===== src/include/noc_defs.svh =====
`ifndef NOC_DEFS_SVH
`define NOC_DEFS_SVH

// Default widths for the top level
`define NOC_DATAW 32
`define NOC_FIFOD 4

`endif


===== src/logic/noc_pkg.sv =====
package noc_pkg;

    localparam int NODES = 4;
    localparam int NODEW = 2;
    localparam int TAGW  = 8;

    // PE operations
    typedef enum logic [1:0] {
        OP_PASS     = 2'd0,
        OP_RELU     = 2'd1,
        OP_NEG      = 2'd2,
        OP_ADD_NODE = 2'd3
    } opcode_e;

    // Node is the destination outbound, the source PE on return
    typedef struct packed {
        opcode_e            op;
        logic [NODEW-1:0]   node;
        logic [TAGW-1:0]    tag;
        logic signed [31:0] data;
    } flit_t;

endpackage


===== src/logic/flit_if.sv =====
`timescale 1ns/100ps

interface flit_if;
    import noc_pkg::*;

    logic  valid;
    logic  ready;
    flit_t flit;

    modport tx (output valid, output flit, input ready);
    modport rx (input valid, input flit, output ready);

endinterface


===== src/logic/flit_fifo.sv =====
`timescale 1ns/100ps

module flit_fifo #(
    parameter int DEPTH = 4
) (
    input  logic           clk,
    input  logic           rst,
    input  logic           wr_en,
    input  noc_pkg::flit_t wr_flit,
    input  logic           rd_en,
    output noc_pkg::flit_t rd_flit,
    output logic           full,
    output logic           empty
);
    import noc_pkg::*;

    localparam int AW = $clog2(DEPTH);

    flit_t       mem [DEPTH];
    logic [AW:0] wr_ptr;
    logic [AW:0] rd_ptr;
    logic [AW:0] rd_ptr_nxt;
    logic        do_wr;
    logic        do_rd;

    // Extra pointer bit separates full from empty
    assign empty = (wr_ptr == rd_ptr);
    assign full  = (wr_ptr[AW] != rd_ptr[AW]) && (wr_ptr[AW-1:0] == rd_ptr[AW-1:0]);

    assign do_wr      = wr_en && !full;
    assign do_rd      = rd_en && !empty;
    assign rd_ptr_nxt = rd_ptr + {{AW{1'b0}}, do_rd};

    always_ff @(posedge clk) begin
        if (rst) begin
            wr_ptr <= '0;
            rd_ptr <= '0;
        end else begin
            if (do_wr) begin
                wr_ptr <= wr_ptr + {{AW{1'b0}}, 1'b1};
            end
            rd_ptr <= rd_ptr_nxt;
        end
    end

    always_ff @(posedge clk) begin
        if (do_wr) begin
            mem[wr_ptr[AW-1:0]] <= wr_flit;
        end
    end

    // New word goes straight into the head register when it becomes the head
    always_ff @(posedge clk) begin
        if (do_wr && (wr_ptr == rd_ptr_nxt)) begin
            rd_flit <= wr_flit;
        end else begin
            rd_flit <= mem[rd_ptr_nxt[AW-1:0]];
        end
    end

endmodule


===== src/logic/flit_router.sv =====
`timescale 1ns/100ps

module flit_router #(
    parameter int FIFOD = 4
) (
    input  logic           clk,
    input  logic           rst,
    flit_if.rx             inj,
    flit_if.tx             to_pe   [noc_pkg::NODES],
    flit_if.rx             from_pe [noc_pkg::NODES],
    output logic           m_valid,
    input  logic           m_ready,
    output noc_pkg::flit_t m_flit
);
    import noc_pkg::*;

    logic [NODES-1:0] ob_wr;
    logic [NODES-1:0] ob_rd;
    logic [NODES-1:0] ob_full;
    logic [NODES-1:0] ob_empty;
    flit_t            ob_head [NODES];
    logic [NODES-1:0] rt_wr;
    logic [NODES-1:0] rt_rd;
    logic [NODES-1:0] rt_full;
    logic [NODES-1:0] rt_empty;
    flit_t            rt_head [NODES];
    logic [NODEW-1:0] rr_ptr;
    logic [NODEW-1:0] grant;
    logic             grant_vld;
    logic             load;

    // Stall on the head flit's destination, head-of-line blocking
    assign inj.ready = !ob_full[inj.flit.node];

    for (genvar i = 0; i < NODES; i++) begin : g_node
        // ------------------------------
        // Outbound path to PE i
        // ------------------------------
        assign ob_wr[i]       = inj.valid && inj.ready && (inj.flit.node == NODEW'(i));
        assign ob_rd[i]       = to_pe[i].valid && to_pe[i].ready;
        assign to_pe[i].valid = !ob_empty[i];
        assign to_pe[i].flit  = ob_head[i];

        flit_fifo #(
            .DEPTH (FIFOD)
        ) u_ob_fifo (
            .clk     (clk),
            .rst     (rst),
            .wr_en   (ob_wr[i]),
            .wr_flit (inj.flit),
            .rd_en   (ob_rd[i]),
            .rd_flit (ob_head[i]),
            .full    (ob_full[i]),
            .empty   (ob_empty[i])
        );

        // ------------------------------
        // Return path from PE i
        // ------------------------------
        assign from_pe[i].ready = !rt_full[i];
        assign rt_wr[i]         = from_pe[i].valid && from_pe[i].ready;
        assign rt_rd[i]         = load && grant_vld && (grant == NODEW'(i));

        flit_fifo #(
            .DEPTH (FIFOD)
        ) u_rt_fifo (
            .clk     (clk),
            .rst     (rst),
            .wr_en   (rt_wr[i]),
            .wr_flit (from_pe[i].flit),
            .rd_en   (rt_rd[i]),
            .rd_flit (rt_head[i]),
            .full    (rt_full[i]),
            .empty   (rt_empty[i])
        );
    end

    // Output slot free or draining
    assign load = !m_valid || m_ready;

    // Round-robin pick, first non-empty FIFO at or after the pointer
    always_comb begin
        logic [NODEW-1:0] idx;
        grant_vld = 1'b0;
        grant     = rr_ptr;
        for (int k = NODES - 1; k >= 0; k--) begin
            idx = rr_ptr + NODEW'(k);
            if (!rt_empty[idx]) begin
                grant_vld = 1'b1;
                grant     = idx;
            end
        end
    end

    always_ff @(posedge clk) begin
        if (rst) begin
            m_valid <= 1'b0;
            rr_ptr  <= '0;
        end else if (load) begin
            m_valid <= grant_vld;
            if (grant_vld) begin
                rr_ptr <= grant + NODEW'(1);
            end
        end
    end

    always_ff @(posedge clk) begin
        if (load && grant_vld) begin
            m_flit <= rt_head[grant];
        end
    end

endmodule


===== src/logic/noc_loaded.sv =====
`timescale 1ns/100ps
`include "noc_defs.svh"

module noc_loaded #(
    parameter int DATAW = `NOC_DATAW,
    parameter int FIFOD = `NOC_FIFOD
) (
    input  logic                      clk,
    input  logic                      rst,
    input  logic                      s_valid,
    output logic                      s_ready,
    input  logic [DATAW-1:0]          s_data,
    input  noc_pkg::opcode_e          s_op,
    input  logic [noc_pkg::NODEW-1:0] s_node,
    input  logic [noc_pkg::TAGW-1:0]  s_tag,
    output logic                      m_valid,
    input  logic                      m_ready,
    output logic [DATAW-1:0]          m_data,
    output logic [noc_pkg::NODEW-1:0] m_node,
    output logic [noc_pkg::TAGW-1:0]  m_tag
);
    import noc_pkg::*;

    flit_t m_flit;

    flit_if inj ();
    flit_if to_pe   [NODES] ();
    flit_if from_pe [NODES] ();

    pkt_injector #(
        .DATAW (DATAW)
    ) u_injector (
        .clk     (clk),
        .rst     (rst),
        .s_valid (s_valid),
        .s_ready (s_ready),
        .s_data  (s_data),
        .s_op    (s_op),
        .s_node  (s_node),
        .s_tag   (s_tag),
        .out     (inj)
    );

    flit_router #(
        .FIFOD (FIFOD)
    ) u_router (
        .clk     (clk),
        .rst     (rst),
        .inj     (inj),
        .to_pe   (to_pe),
        .from_pe (from_pe),
        .m_valid (m_valid),
        .m_ready (m_ready),
        .m_flit  (m_flit)
    );

    // One compute node per router port
    for (genvar i = 0; i < NODES; i++) begin : g_pe
        pe_node #(
            .DATAW   (DATAW),
            .NODE_ID (i)
        ) u_pe (
            .clk (clk),
            .rst (rst),
            .in  (to_pe[i]),
            .out (from_pe[i])
        );
    end

    // Result fields out, node is the source PE
    assign m_data = m_flit.data;
    assign m_node = m_flit.node;
    assign m_tag  = m_flit.tag;

endmodule


===== src/logic/pe_node.sv =====
`timescale 1ns/100ps

module pe_node #(
    parameter int DATAW   = 32,
    parameter int NODE_ID = 0
) (
    input logic clk,
    input logic rst,
    flit_if.rx  in,
    flit_if.tx  out
);
    import noc_pkg::*;

    logic                    advance;
    logic                    s1_valid;
    flit_t                   s1_flit;
    logic                    s1_clamp;
    logic                    s2_valid;
    flit_t                   s2_flit;
    logic signed [DATAW-1:0] result;

    // Whole pipe moves together
    assign advance  = !s2_valid || out.ready;
    assign in.ready = advance;

    always_ff @(posedge clk) begin
        if (rst) begin
            s1_valid <= 1'b0;
            s2_valid <= 1'b0;
        end else if (advance) begin
            s1_valid <= in.valid;
            s2_valid <= s1_valid;
        end
    end

    // Stage two operation
    always_comb begin
        case (s1_flit.op)
            OP_PASS:     result = s1_flit.data;
            OP_RELU:     result = s1_clamp ? '0 : s1_flit.data;
            OP_NEG:      result = -s1_flit.data;
            OP_ADD_NODE: result = s1_flit.data + DATAW'(NODE_ID);
            default:     result = s1_flit.data;
        endcase
    end

    always_ff @(posedge clk) begin
        if (advance) begin
            s1_flit      <= in.flit;
            // ReLU of a negative word
            s1_clamp     <= (in.flit.op == OP_RELU) && in.flit.data[DATAW-1];
            s2_flit.op   <= s1_flit.op;
            s2_flit.node <= NODEW'(NODE_ID);
            s2_flit.tag  <= s1_flit.tag;
            s2_flit.data <= result;
        end
    end

    assign out.valid = s2_valid;
    assign out.flit  = s2_flit;

endmodule


===== src/logic/pkt_injector.sv =====
`timescale 1ns/100ps

module pkt_injector #(
    parameter int DATAW = 32
) (
    input  logic                      clk,
    input  logic                      rst,
    input  logic                      s_valid,
    output logic                      s_ready,
    input  logic [DATAW-1:0]          s_data,
    input  noc_pkg::opcode_e          s_op,
    input  logic [noc_pkg::NODEW-1:0] s_node,
    input  logic [noc_pkg::TAGW-1:0]  s_tag,
    flit_if.tx                        out
);
    import noc_pkg::*;

    logic  full_q;
    flit_t flit_q;

    // Free slot, or the held flit leaves this cycle
    assign s_ready = !full_q || out.ready;

    always_ff @(posedge clk) begin
        if (rst) begin
            full_q <= 1'b0;
        end else if (s_ready) begin
            full_q <= s_valid;
        end
    end

    // Pack host fields into the flit register
    always_ff @(posedge clk) begin
        if (s_valid && s_ready) begin
            flit_q.op   <= s_op;
            flit_q.node <= s_node;
            flit_q.tag  <= s_tag;
            flit_q.data <= s_data;
        end
    end

    assign out.valid = full_q;
    assign out.flit  = flit_q;

endmodule


===== config.mk =====
export PLATFORM = sky130hd
export DESIGN_NAME = noc_loaded
export DESIGN_NICKNAME = d
export VERILOG_FILES = /design/src/logic/noc_pkg.sv /design/src/logic/flit_if.sv /design/src/logic/flit_fifo.sv /design/src/logic/flit_router.sv /design/src/logic/noc_loaded.sv /design/src/logic/pe_node.sv /design/src/logic/pkt_injector.sv
export VERILOG_INCLUDE_DIRS = /design/src /design/src/include
export SDC_FILE = /design/constraint.sdc
export NUM_CORES = 2
export LEC_CHECK = 0
export ABC_AREA = 1
export BUFFER_PORTS_ARGS = -buffer_cell sky130_fd_sc_hd__buf_2
export CAP_MARGIN = 40
export CELL_PAD_IN_SITES_DETAIL_PLACEMENT = 0
export CELL_PAD_IN_SITES_GLOBAL_PLACEMENT = 1
export CORE_MARGIN = 10
export CORE_UTILIZATION = 25
export CTS_CLUSTER_SIZE = 8
export DETAILED_ROUTE_END_ITERATION = 6
export PLACE_DENSITY = 0.55
export SYNTH_ARGS = -nofsm -noshare
export SYNTH_HDL_FRONTEND = slang
export SYNTH_SLANG_ARGS = --single-unit
export TNS_END_PERCENT = 30

===== constraint.sdc =====
create_clock -name clk -period 6.1 [get_ports clk]
set_input_delay 0.305 -clock clk [delete_from_list [all_inputs] [get_ports clk]]
set_output_delay 0.305 -clock clk [all_outputs]
set_load 0.02 [all_outputs]

==> key figures <==
STA
  • Slew HR: 39.0%
  • Clock skew: 53.8 ps
  • Fin. Hold Viols: 0
  • Final setup fails: 0
  • Final Worst Setup Slack: 1270 ps
  • Max Freq: 0.207 GHz
  • Setup TNS: 0 ps
  • Final slew viol count: 0
  • Final worst-path cycle share: 79.2%
  • Worst Tran Pin Value: 914 ps
  • Crit path time final: 4830 ps
  • RSZ-0062 raised after global routing: false

Yosys
  • Register area share after synthesis: 72.0%
  • Yosys top cell area share: 62.6%
  • Area leader, netlist: edfxtp_1
  • Synth warnings: 0
  • Ranking of synthesized cells by area: edfxtp_1 (63%), dfxtp_1 (9.4%), nor2_1 (5.7%)
  • Adder-cell share of the synthesized area: 0.860%
  • Dominant synthesized flop cell: edfxtp_1
  • Post-synthesis cell area: 83000 sq um
  • Synthesized flop and latch total: 2118
  • Synth Instances: 6992
  • XOR/XNOR share of the synthesized area: 0.505%
  • Post-synthesis area per instance: 11.9 sq um
  • Mux cell area share after synthesis: 1.10%
  • Async set or reset register ratio after synthesis: 0%
  • Post-synthesis compound-gate area fraction: 10.7%
  • Synth Area in Simple Gates: 11.2%
  • Dominant combinational cell family by area after synthesis: simple AND/OR/NAND/NOR gates
  • Yosys cell types: 63
  • EDFF count, synth: 1730
  • Post-Syn Nets: 7097

Worst setup path
  • Crit path required time: 6850 ps
  • CP max FO: 80
  • Reg2Reg Launch Point: u_router.rr_ptr[0]$_SDFFE_PP0N_
  • Worst R2R Path Depth: 21
  • Worst Setup EP: u_router.g_node[1].u_rt_fifo.rd_flit[12]$_DFF_P_
  • Setup crit end kind: flop
  • R2R setup slack: 1270 ps
  • Kind of critical path: flop to flop
  • Worst Path Arrival: 5590 ps
  • Startpoint Class: flop
  • Crit. Startpoint: u_router.rr_ptr[0]$_SDFFE_PP0N_
  • R2R Path End: u_router.g_node[1].u_rt_fifo.rd_flit[12]$_DFF_P_

Floorplan
  • Die area: 355000 sq um
  • Core area: 331000 sq um
  • Die X: 596 um
  • Row count: 211
  • Ports: 92
  • Die height: 596 um
  • Initial Util: 25.1%

Power
  • Pwr dens: 617 nW/um^2
  • Worst VDD drop: 652 uV
  • Total power: 0.0608 W
  • LEAKAGE: 34.7 nW

CTS
  • CTS buffer count: 317
  • TritonCTS clock tree: built
  • Cell at the root of the clock tree: clkbuf_16
  • Clock Latency Late Sink: 940 ps
  • Clock Sinks: 2118
  • Post-CTS Setup Repair Bufs: 0
  • H-tree levels: 5
  • Post-cts repair resize count: 0
  • CTS clk-pin slew, worst paths: 50 ps
  • Clock buffer depth: 4

Drt
  • First-pass DRT Iterations: 6
  • Avg WL per Cell: 22.6 um
  • Antenna-violating nets left: 0
  • Via density: 4.61
  • Via count: 54500
  • Drt total wl: 267000 um
  • DRC: 0
  • Initial drt markers: 5210

Global route
  • GR Util met2: 23.0%
  • First-pass GRT wire length: 382000 um
  • Vias in the first global route: 51800
  • GRT busiest layer: met2
  • GRT met1 Usage: 20.2%
  • GRT Resource Usage Total: 14.4%
  • Gr ovfl total: 0
  • Initial antenna violation count: 24
  • GR Util met3: 2.10%
  • Largest net degree at the start of global routing: 85

Finish
  • Fill count: 33600
  • Multi-input gate area: 20500 sq um
  • Reg area: 59700 sq um
  • Area Overhead vs Synth: 18.9%
  • Nets: 7335
  • Layout cells sized above 1: 10.0%

Placement
  • GP Congestion: 0.817
  • Number of port buffers: 91
  • Dpl ws: 1220 ps
  • Post-DP HPWL: 176000 um

Status
  • Status: complete, no violations

Worst hold path
  • Hold/Removal Path Class: input port to flop

Run
  • Max-cap violations: 0
==> per-layer routing <==
metal	up-vias	share of wire, %
met2	1620	46
met3	394	5.2
met5	-	0.040
met4	16	2.8
met1	27100	46
li1	25400	-
==> critical path, stage by stage (launching register included) <==
cell and delay [ps]:
dfxtp_1 610, inv_1 250, nand3_1 180, nand3_1 110
nand2_1 120, inv_2 40, o21ai_2 60, nand2_1 80
nand2_2 60, buf_4 470, nand2_4 270, nand3_1 180
inv_1 100, ha_2 560, inv_2 360, nand2_1 150
nand4_1 110, a21oi_1 210, o2111ai_4 150, buf_12 220
nor2_1 170, a31oi_1 70
==> power breakdown <==
group	leakage [nW]	switching [W]	internal, W
Clock	4.32	0.00608	0.00989
Combinational	10.9	0.0150	0.00618
Sequential	19.5	0.00359	0.0201
Total	34.7	0.0246	0.0362
==> synth_stat cells, types with 11 or more instances <==
| cell | number |
|---|---|
| nand2_1 | 654 |
| nor2_1 | 1268 |
| a21oi_1 | 217 |
| nor2_2 | 12 |
| nand3_1 | 185 |
| o221ai_1 | 17 |
| o2111ai_1 | 12 |
| o22ai_1 | 266 |
| xnor2_1 | 29 |
| dfxtp_1 | 388 |
| xor2_1 | 17 |
| nor4_1 | 14 |
| mux2_2 | 80 |
| nand4_1 | 64 |
| ha_1 | 57 |
| nor3_1 | 64 |
| o211ai_1 | 31 |
| inv_1 | 418 |
| inv_2 | 11 |
| edfxtp_1 | 1730 |
| clkbuf_1 | 267 |
| a31oi_1 | 85 |
| buf_2 | 43 |
| buf_1 | 35 |
| o21ai_0 | 907 |
==> layout by cell type, fill, tap and decap left out, types with 35 or more instances in the layout <==
cell / netlist / routed
edfxtp_1: 1730 / 1730
nor2_1: 1268 / 1236
o21ai_0: 907 / 907
nand2_1: 654 / 654
inv_1: 418 / 411
dfxtp_1: 388 / 388
clkbuf_16: 0 / 324
o22ai_1: 266 / 266
a21oi_1: 217 / 216
clkbuf_1: 267 / 208
nand3_1: 185 / 185
buf_4: 7 / 117
buf_2: 43 / 91
a31oi_1: 85 / 85
mux2_2: 80 / 80
nand4_1: 64 / 64
nor3_1: 64 / 64
ha_1: 57 / 49
dlygate4sd3_1: 0 / 46
nor2_4: 1 / 35
==> final cells by class <==
| class | count | area share, % |
|---|---|---|
| multi-input combinational | 4083 | 20.8 |
| sequential | 2118 | 60.5 |
| clock buffer | 536 | 9.07 |
| tap | 4366 | 5.54 |
| antenna | 6 | 0.0152 |
| timing repair buffer | 273 | 2.27 |
| clock inverter | 10 | 0.120 |
| inverter | 437 | 1.67 |
==> through the flow <==
step	cells	cell area (sq um)	utilization, %	hold slack, ps
CTS	11800	98600	29.8	46.4
global placement	11200	88700	26.8	389
detailed placement	11200	89100	27.0	389
finish	11800	98700	29.8	98.3
global route	11800	98600	29.8	72.5
floorplan	6992	83000	-	386
==> state kept, by name (all words and copies together), names as in the netlist, 42 cells and up <==
register,cells
u_router.g_node.u_ob_fifo.mem,672
u_router.g_node.u_rt_fifo.mem,640
g_pe.u_pe.s1_flit,168
u_router.g_node.u_ob_fifo.rd_flit,168
g_pe.u_pe.out.flit,160
u_router.g_node.u_rt_fifo.rd_flit,160
u_injector.out.flit,44
u_router.m_flit,42
==> worst min-delay path by stage <==
stage | from | end | slack (ps) | depth (start not counted)
floorplan | u_router.g_node[0].u_ob_fifo.rd_flit[0]$_DFF_P_ | g_pe[0].u_pe.s1_flit[0]$_DFFE_PN_ | 390 | 0
global placement | u_router.g_node[2].u_ob_fifo.rd_flit[39]$_DFF_P_ | g_pe[2].u_pe.s1_flit[39]$_DFFE_PN_ | 390 | 0
detailed placement | u_router.g_node[0].u_ob_fifo.rd_flit[32]$_DFF_P_ | g_pe[0].u_pe.s1_flit[32]$_DFFE_PN_ | 390 | 0
CTS | rst | u_router.g_node[1].u_ob_fifo.rd_ptr[0]$_SDFF_PP0_ | 50 | 3
global route | rst | u_router.g_node[1].u_ob_fifo.rd_ptr[1]$_SDFF_PP0_ | 70 | 3
finish | rst | u_router.g_node[1].u_ob_fifo.rd_ptr[0]$_SDFF_PP0_ | 100 | 3
==> timing repair <==
| item | CTS | global route |
|---|---|---|
| endpoints found under the hold margin | 57 | 0 |
| endpoints found under the setup margin | 0 | 0 |
| hold buffers | 46 | 0 |
==> logic make-up (layout without fill, tap and decap cells) <==
logic type,count (synthesis),count (layout)
AND/OR/NAND/NOR,2294,2294
flip-flops,2118,2118
AO/OA/AOI/OAI,1604,1604
buffers and inverters,791,1256
multiplexers,81,81
adder cells (fa/ha/maj),57,57
XOR/XNOR,47,47
other,0,6
Note: power is estimated with default switching activity, not from simulation.
